[src/common/l0_settings.svh]
// l0 cache control settings: queue depths, field widths, init sweep and stall threshold
`ifndef L0_SETTINGS_SVH
`define L0_SETTINGS_SVH

// field widths
`define L0_ADDR_W 37
`define L0_REQ_W 5
`define L0_UNIT_W 5

// queue depths
`define L0_CODE_DEPTH 8
`define L0_MISS_DEPTH 16

`define L0_STALL_CNT 6 // code queue fill level for do_skip
`define L0_INIT_CYCLES 32 // one cycle per miss table entry

`endif

[src/common/l0_req_pkg.sv]
// request-side types for the l0 cache control: addresses, queue entries, insert port
`include "l0_settings.svh"

package l0_req_pkg;

  typedef logic [`L0_ADDR_W-1:0] addr_t;
  typedef logic [`L0_REQ_W-1:0] req_id_t;
  typedef logic [`L0_UNIT_W-1:0] unit_id_t;

  typedef struct packed {
    addr_t addr;
    req_id_t req;
    logic dupl;
    logic want_excl;
  } miss_entry_t;

  typedef struct packed {
    addr_t addr;
    req_id_t req;
  } code_entry_t;

  // cache insert port
  typedef struct packed {
    logic valid;
    logic is_code;
    logic second;
    logic dupl;
    req_id_t req;
    addr_t addr;
  } insert_t;

  typedef enum logic {init_sweep, run} init_state_t;

endpackage

[src/common/l0_bus_pkg.sv]
// system bus records for the l0 cache control: outgoing request and incoming reply

package l0_bus_pkg;

  // miss request onto the system bus
  typedef struct packed {
    logic used;
    logic code;
    logic want_excl;
    logic dupl;
    l0_req_pkg::unit_id_t src_unit;
    l0_req_pkg::req_id_t src_req;
    l0_req_pkg::addr_t addr;
  } bus_req_t;

  // reply as seen on the reply bus
  typedef struct packed {
    logic used;
    logic mem_reply; // line data from memory
    logic second; // second half of the line
    l0_req_pkg::unit_id_t dst_unit;
    l0_req_pkg::req_id_t dst_req;
  } bus_reply_t;

endpackage

[src/verilog/entry_fifo.sv]
// circular entry queue with occupancy count, early head and near-full flag
`timescale 1ns/1ps

module entry_fifo #(
  parameter int DEPTH = 8,
  parameter int WIDTH = 42,
  localparam int CNT_W = $clog2(DEPTH + 1),
  localparam int PTR_W = $clog2(DEPTH)
) (
  input  logic             clk,
  input  logic             rst,
  input  logic             push,
  input  logic [WIDTH-1:0] push_data,
  input  logic             pop,
  input  logic [CNT_W-1:0] near_full_at,
  output logic [WIDTH-1:0] head,
  output logic             not_empty,
  output logic             near_full
);

  logic [WIDTH-1:0] mem [DEPTH];
  logic [PTR_W-1:0] wr_ptr;
  logic [PTR_W-1:0] rd_ptr;
  logic [CNT_W-1:0] count;
  logic full;

  function automatic logic [PTR_W-1:0] ptr_inc(input logic [PTR_W-1:0] ptr);
    return (ptr == PTR_W'(DEPTH - 1)) ? '0 : ptr + 1'b1;
  endfunction

  assign head = mem[rd_ptr];
  assign not_empty = count != '0;
  assign full = count == CNT_W'(DEPTH);
  assign near_full = count >= near_full_at;

  always_ff @(posedge clk) begin
    if (rst) begin
      wr_ptr <= '0;
      rd_ptr <= '0;
      count <= '0;
    end else begin
      if (push) wr_ptr <= ptr_inc(wr_ptr);
      if (pop) rd_ptr <= ptr_inc(rd_ptr);
      if (push && !pop) begin
        count <= count + 1'b1;
      end else if (pop && !push) begin
        count <= count - 1'b1;
      end
    end
  end

  always_ff @(posedge clk) begin
    if (push) mem[wr_ptr] <= push_data;
  end

  // push into a full queue is fine only when the head leaves at the same edge
  a_no_overflow: assert property (@(posedge clk) disable iff (rst)
    push && !pop |-> !full)
    else $error("entry_fifo: push into full queue");

  a_no_underflow: assert property (@(posedge clk) disable iff (rst)
    pop |-> not_empty)
    else $error("entry_fifo: pop from empty queue");

endmodule

[src/miss/miss_table.sv]
// miss table indexed by request number, cleared by a sweep after reset
`timescale 1ns/1ps
`include "l0_settings.svh"

module miss_table (
  input  logic                 clk,
  input  logic                 rst,
  input  logic                 wr_en,
  input  l0_req_pkg::req_id_t  wr_req,
  input  l0_req_pkg::addr_t    wr_addr,
  input  logic                 wr_dupl,
  input  l0_req_pkg::req_id_t  rd_req,
  output l0_req_pkg::addr_t    rd_addr,
  output logic                 rd_dupl,
  output logic                 ready
);

  localparam int TABLE_DEPTH = 1 << `L0_REQ_W;
  localparam int INIT_W = $clog2(`L0_INIT_CYCLES);

  l0_req_pkg::addr_t addr_mem [TABLE_DEPTH];
  logic dupl_mem [TABLE_DEPTH];

  l0_req_pkg::init_state_t state;
  logic [INIT_W-1:0] init_cnt;
  l0_req_pkg::req_id_t rd_idx;

  logic we;
  l0_req_pkg::req_id_t wa;
  l0_req_pkg::addr_t wd_addr;
  logic wd_dupl;

  // sweep owns the write port until run
  always_comb begin
    if (state == l0_req_pkg::init_sweep) begin
      we = 1'b1;
      wa = l0_req_pkg::req_id_t'(init_cnt);
      wd_addr = '0;
      wd_dupl = 1'b0;
    end else begin
      we = wr_en;
      wa = wr_req;
      wd_addr = wr_addr;
      wd_dupl = wr_dupl;
    end
  end

  always_ff @(posedge clk) begin
    if (rst) begin
      state <= l0_req_pkg::init_sweep;
      init_cnt <= '0;
      rd_idx <= '0;
    end else begin
      rd_idx <= rd_req; // read data trails by one cycle
      if (state == l0_req_pkg::init_sweep) begin
        init_cnt <= init_cnt + 1'b1;
        if (init_cnt == INIT_W'(`L0_INIT_CYCLES - 1)) state <= l0_req_pkg::run;
      end
    end
  end

  always_ff @(posedge clk) begin
    if (we) begin
      addr_mem[wa] <= wd_addr;
      dupl_mem[wa] <= wd_dupl;
    end
  end

  assign rd_addr = addr_mem[rd_idx];
  assign rd_dupl = dupl_mem[rd_idx];
  assign ready = state == l0_req_pkg::run;

  // requester has to wait for ready before recording misses
  a_no_early_miss: assert property (@(posedge clk) disable iff (rst)
    wr_en |-> state == l0_req_pkg::run)
    else $error("miss_table: miss written during init sweep");

endmodule

[src/miss/miss_issue.sv]
// miss queue and system bus request issue under the want/can handshake
`timescale 1ns/1ps
`include "l0_settings.svh"

module miss_issue #(
  parameter l0_req_pkg::unit_id_t UNIT_ID = '0
) (
  input  logic                    clk,
  input  logic                    rst,
  input  logic                    miss_en,
  input  l0_req_pkg::miss_entry_t miss_in,
  input  logic                    bus_can,
  output logic                    bus_want,
  output l0_bus_pkg::bus_req_t    bus_req
);

  localparam int MISS_CNT_W = $clog2(`L0_MISS_DEPTH + 1);

  l0_req_pkg::miss_entry_t head;
  logic queued;
  logic xfer;

  entry_fifo #(
    .DEPTH(`L0_MISS_DEPTH),
    .WIDTH($bits(l0_req_pkg::miss_entry_t))
  ) i_miss_queue (
    .clk(clk),
    .rst(rst),
    .push(miss_en),
    .push_data(miss_in),
    .pop(xfer),
    .near_full_at(MISS_CNT_W'(`L0_MISS_DEPTH)),
    .head(head),
    .not_empty(queued),
    .near_full()
  );

  assign bus_want = queued;
  assign xfer = bus_want && bus_can; // head leaves at this edge

  always_comb begin
    bus_req.used = xfer;
    bus_req.code = head.req[4] && !head.req[3]; // instruction-side request numbers
    bus_req.want_excl = head.want_excl;
    bus_req.dupl = head.dupl;
    bus_req.src_unit = UNIT_ID;
    bus_req.src_req = head.req;
    bus_req.addr = head.addr;
  end

endmodule

[src/verilog/insert_arbiter.sv]
// reply register and match, fill versus code choice for the cache insert port
`timescale 1ns/1ps

module insert_arbiter #(
  parameter l0_req_pkg::unit_id_t UNIT_ID = '0
) (
  input  logic                    clk,
  input  logic                    rst,
  input  l0_bus_pkg::bus_reply_t  reply,
  input  l0_req_pkg::addr_t       fill_addr,
  input  logic                    fill_dupl,
  input  l0_req_pkg::code_entry_t code_head,
  input  logic                    code_ready,
  output logic                    code_pop,
  output l0_req_pkg::insert_t     ins
);

  l0_bus_pkg::bus_reply_t reply_q;
  logic fill;

  // lines the reply up with the table read data
  always_ff @(posedge clk) begin
    if (rst) begin
      reply_q <= '0;
    end else begin
      reply_q <= reply;
    end
  end

  assign fill = reply_q.used && reply_q.mem_reply && reply_q.dst_unit == UNIT_ID;
  assign code_pop = code_ready && !fill; // fill owns the port

  always_comb begin
    ins.valid = fill || code_pop;
    ins.is_code = code_pop;
    if (fill) begin
      ins.second = reply_q.second;
      ins.dupl = fill_dupl;
      ins.req = reply_q.dst_req;
      ins.addr = fill_addr;
    end else begin
      ins.second = 1'b0;
      ins.dupl = 1'b0;
      ins.req = code_head.req;
      ins.addr = code_head.addr;
    end
  end

  // a code insert never takes a cycle that belongs to a reply from the previous cycle
  a_fill_beats_code: assert property (@(posedge clk) disable iff (rst)
    code_pop && !$past(rst) |->
      !$past(reply.used && reply.mem_reply && reply.dst_unit == UNIT_ID))
    else $error("insert_arbiter: code insert collided with a fill");

endmodule

[src/verilog/l0_cntrl_top.sv]
// l0 data cache control top: miss queue and table, reply fills, code queue
`timescale 1ns/1ps
`include "l0_settings.svh"

module l0_cntrl_top #(
  parameter l0_req_pkg::unit_id_t UNIT_ID = '0
) (
  input  logic                    clk,
  input  logic                    rst,
  input  logic                    code_en,
  input  l0_req_pkg::code_entry_t code_in,
  input  logic                    miss_en,
  input  l0_req_pkg::miss_entry_t miss_in,
  input  logic                    bus_can,
  input  l0_bus_pkg::bus_reply_t  reply,
  output logic                    bus_want,
  output l0_bus_pkg::bus_req_t    bus_req,
  output l0_req_pkg::insert_t     ins,
  output logic                    do_skip,
  output logic                    ready
);

  localparam int CODE_CNT_W = $clog2(`L0_CODE_DEPTH + 1);

  l0_req_pkg::code_entry_t code_head;
  logic code_ready;
  logic code_pop;
  l0_req_pkg::addr_t fill_addr;
  logic fill_dupl;

  entry_fifo #(
    .DEPTH(`L0_CODE_DEPTH),
    .WIDTH($bits(l0_req_pkg::code_entry_t))
  ) i_code_queue (
    .clk(clk),
    .rst(rst),
    .push(code_en),
    .push_data(code_in),
    .pop(code_pop),
    .near_full_at(CODE_CNT_W'(`L0_STALL_CNT)),
    .head(code_head),
    .not_empty(code_ready),
    .near_full(do_skip) // stall warning to the requester
  );

  miss_table i_miss_table (
    .clk(clk),
    .rst(rst),
    .wr_en(miss_en),
    .wr_req(miss_in.req),
    .wr_addr(miss_in.addr),
    .wr_dupl(miss_in.dupl),
    .rd_req(reply.dst_req),
    .rd_addr(fill_addr),
    .rd_dupl(fill_dupl),
    .ready(ready)
  );

  miss_issue #(.UNIT_ID(UNIT_ID)) i_miss_issue (
    .clk(clk),
    .rst(rst),
    .miss_en(miss_en),
    .miss_in(miss_in),
    .bus_can(bus_can),
    .bus_want(bus_want),
    .bus_req(bus_req)
  );

  insert_arbiter #(.UNIT_ID(UNIT_ID)) i_insert_arbiter (
    .clk(clk),
    .rst(rst),
    .reply(reply),
    .fill_addr(fill_addr),
    .fill_dupl(fill_dupl),
    .code_head(code_head),
    .code_ready(code_ready),
    .code_pop(code_pop),
    .ins(ins)
  );

endmodule

[config.mk]
export PLATFORM = sky130hd
export DESIGN_NAME = l0_cntrl_top
export DESIGN_NICKNAME = d
export VERILOG_FILES = /design/src/common/l0_req_pkg.sv /design/src/common/l0_bus_pkg.sv /design/src/verilog/entry_fifo.sv /design/src/miss/miss_table.sv /design/src/miss/miss_issue.sv /design/src/verilog/insert_arbiter.sv /design/src/verilog/l0_cntrl_top.sv
export VERILOG_INCLUDE_DIRS = /design/src /design/src/common
export SDC_FILE = /design/constraint.sdc
export NUM_CORES = 2
export LEC_CHECK = 0
export BUFFER_PORTS_ARGS = -buffer_cell sky130_fd_sc_hd__buf_2
export CORE_MARGIN = 5
export CORE_UTILIZATION = 60
export CTS_CLUSTER_DIAMETER = 100
export DETAILED_ROUTE_END_ITERATION = 7
export PLACE_DENSITY = 0.77
export SETUP_SLACK_MARGIN = 0.02
export SLEW_MARGIN = 20
export SYNTH_ARGS = -nofsm -noshare
export SYNTH_HDL_FRONTEND = slang
export SYNTH_SLANG_ARGS = --single-unit
[constraint.sdc]
create_clock -name clk -period 6.55 [get_ports clk]
set_input_delay 0.9825 -clock clk [delete_from_list [all_inputs] [get_ports clk]]
set_output_delay 0.9825 -clock clk [all_outputs]
set_load 0.03 [all_outputs]
==> impl_metrics.py <==
metrics = {
    "global_routing": {
        "track_usage_pct": 29.4,
        "grt-ovfl-total": 0,
        "grt_antenna_before_repair": 45,
        "grt_pass1_vias": 43791,
        "grt_start_max_net_pins": 96,
        "grt_pass1_wl_mm": 317,
    },
    "placement": {
        "gp_congestion": 0.799,
        "placed_area_um2": 91500,
        "hpwl_mm": 120,
        "place.port_buffers": 198,
    },
    "sta": {
        "min_period_ps": 5370,
        "holdWs_ps": 329,
        "slew_viol_final": 0,
        "rsz0062_at_grt": "false",
        "final_hold_viol_count": 0,
        "final-setup-viol-count": 0,
        "worst_pin_slew_ps": 1200,
        "max_slew_margin_pct": 19.5,
        "finalCritPeriodShare_pct": 82.0,
        "setup_tns_ps": 0,
        "max_freq_ghz": 0.186,
        "finClkSkew_ps": 47.0,
    },
    "min_path": {
        "min_to": "i_miss_table.rd_idx[1]",
        "hold_path_startpoint": "reply[1]",
        "min_path_type": "in2reg",
        "whs_path_depth": 2,
    },
    "power": {
        "p_sw_uw": 8240,
        "leakage_uw": 0.0302,
        "finalPower_uw": 33100,
        "ir_worst_vdd_uv": 277,
        "p_int_uw": 24900,
        "p_per_area_nw_per_um2": 337,
        "seqPwrFrac_pct": 50.2,
        "power_frac_comb_pct": 13.3,
        "clock_power_share_pct": 36.5,
        "p_sw_share_pct": 24.9,
    },
    "floorplan": {
        "die_area_um2": 154000,
        "rows": 140,
        "pin_count": 204,
        "die_h_um": 392,
        "core_um2": 146000,
        "start_util_pct": 60.3,
        "die_x_um": 392,
    },
    "clock_tree": {
        "clock_latency_ps": 860,
        "clk_pin_slew_worst_paths_ps": 60,
        "post_cts_resized": 0,
        "ctsLongestPathBuffers": 3,
        "root_buffer": "clkbuf_16",
        "cts_buffers": 215,
        "clock_sinks": 2305,
        "cts_tree": "done",
        "h-tree-depth": 4,
        "post_cts_buffers": 0,
        "ctsHoldBuffers": 0,
    },
    "critical_path": {
        "cp-end-kind": "primary output",
        "r2r_start": "i_insert_arbiter.reply_q[5]",
        "cp.required_ps": 5570,
        "reg2reg_slack_ps": 3060,
        "path_class": "reg2out",
        "reg2reg_to": "i_code_queue.count[3]",
        "worst-path-max-fanout": 39,
        "rr_worst_depth": 14,
        "critPathArrivalTime_ps": 4390,
        "start_kind": "register",
    },
    "layout": {
        "regArea_um2": 68800,
        "multi_input_area_um2": 18300,
        "drive_gt1_share_pct": 30.8,
        "final.fill_count": 8382,
        "syn_to_final_growth_pct": 12.1,
        "final_area_um2": 98400,
        "finalNetCount": 4203,
        "fin_util_pct": 67.6,
    },
    "drt": {
        "drc": 0,
        "vias": 43062,
        "firstDrtPassIters": 5,
        "drtIter0Drc": 6324,
        "wirelength_mm": 223,
        "wl_per_cell_um": 36.0,
        "ant_nets": 0,
        "via_per_inst": 6.95,
    },
    "synthesis": {
        "ys.warnings.count": 0,
        "synth-edff-count": 2256,
        "synth_area_um2": 87700,
        "ys_types": 47,
        "ys.flop_type": "edfxtp_1",
        "synth_async_sr_flop_share_pct": 0,
        "synth_seq_cells": 2305,
        "yosysSeqAreaShare_pct": 78.3,
        "synth.avg_cell_area_um2": 23.4,
        "synth_cells": 3755,
    },
    "outcome": {
        "status": "finished, final reports clean",
    },
    "job": {
        "drv_cap": 0,
    },
}
flip-flops by register name (all words and copies together) (netlist names), 5 cells and up, named ones only:
signal	cells
i_code_queue.mem	336
i_miss_table.rd_idx	5
i_insert_arbiter.reply_q	8
i_miss_table.dupl_mem	32
i_miss_issue.i_miss_queue.mem	704
i_miss_issue.i_miss_queue.count	5
i_miss_table.init_cnt	5
i_miss_table.addr_mem	1184
routing by layer:
| layer | global-route usage, % | wire [µm] |
|---|---|---|
| met1 | 40.1 | 75500 |
| met2 | 46.5 | 108000 |
| met3 | 7.85 | 29300 |
| met4 | 11.8 | 9700 |
| met5 | 0 | 62 |
power groups by stage:
stage / Sequential (µW) / Clock (µW) / Combinational [µW]
2_1_floorplan: 16700 / 0 / 3140
3_3_place_gp: 16900 / 0 / 4310
3_5_place_dp: 16900 / 0 / 4380
4_1_cts: 16600 / 12200 / 4440
5_1_grt: 16700 / 12900 / 4650
6_report: 16600 / 12100 / 4420
worst max-delay path: stages (launching register included):
cell	delay [ps]
dfxtp_4	850
buf_4	490
mux4_2	540
nor2b_1	160
a211oi_1	810
a221o_1	230
a31oi_1	120
buf_2	270
Yosys cell counts, types with 2 or more instances:
cell	n	area (µm²)
a211oi_1	5	37.5
a21o_1	4	30.0
a21oi_1	55	275
a221o_1	5	50.1
a221oi_1	3	26.3
a221oi_2	13	195
a22o_1	15	131
a22oi_1	100	751
a31oi_1	7	43.8
a32o_1	2	20.0
and2_1	56	350
and3_1	4	25.0
and3b_1	2	17.5
buf_1	21	78.8
buf_2	60	300
buf_4	27	203
buf_6	16	180
clkbuf_1	79	297
dfxtp_1	49	981
edfxtp_1	2256	67700
fa_1	2	40.0
ha_1	18	225
inv_1	11	41.3
mux2_2	5	56.3
mux2i_1	54	541
mux4_2	607	13700
nand2_1	71	267
nand2b_1	5	31.3
nand3_1	4	20.0
nor2_1	96	360
nor2b_1	24	150
nor3_1	5	25.0
nor3b_1	2	15.0
nor4_1	2	12.5
o21ai_0	9	45.0
o221ai_1	15	131
o22ai_1	5	31.3
o32ai_1	2	17.5
or3_1	20	125
xnor2_1	7	61.3
xor2_1	6	52.6
cell families after synthesis:
kind of cell | count (synthesis) | share of synthesized area (%)
buf+inv | 214 | 1.25
compound gates | 244 | 2.07
fa+ha+maj | 20 | 0.302
xor+xnor | 13 | 0.130
flops | 2305 | 78.3
mux | 667 | 16.3
simple gates | 291 | 1.59
other cells | 1 | 0.00427
layout by cell type (no fill, tap or decap), types with 7 or more instances in the layout:
cell type / n
buf_2: 198
nand2_1: 71
a21oi_1: 54
clkbuf_16: 216
and2_1: 29
nor2_4: 39
bufinv_16: 16
a22o_1: 15
a221oi_2: 13
o221ai_1: 15
nor2b_1: 22
a22oi_1: 100
inv_1: 11
clkinv_1: 52
o21ai_0: 9
buf_12: 12
buf_4: 90
edfxtp_1: 2256
xnor2_1: 7
nor2_1: 57
ha_1: 18
mux2i_1: 54
clkinv_2: 40
or3_1: 20
dfxtp_1: 39
and2_2: 26
diode_2: 26
dfxtp_4: 7
mux4_2: 607
clkbuf_1: 47
area by class of cell:
class,count,share of cell area [%]
Sequential cell,2305,69.9
Multi-Input combinational cell,1240,18.6
Clock buffer,267,5.73
Tap cell,1917,2.44
Timing Repair Buffer,306,2.08
Clock inverter,127,1.15
Antenna cell,26,0.0661
Inverter,11,0.0420
worst max path at each step:
stage                         from                      to  cells after the start
after floorplan            code_en  i_code_queue.mem[0][0]                      2
after global placement    register                 ins[30]                      7
after detailed placement  register                 ins[30]                      7
after CTS                 register                 ins[30]                      7
after global routing      register                 ins[30]                      7
final                     register                 ins[30]                      7
stage by stage:
stage	std cells	worst slack (ps)
floorplan	3759	2090
global placement	5773	2190
detailed placement	5777	2120
CTS	6171	1150
global route	6186	988
finish	6199	1180
Note: power is estimated with default switching activity, not from simulation.
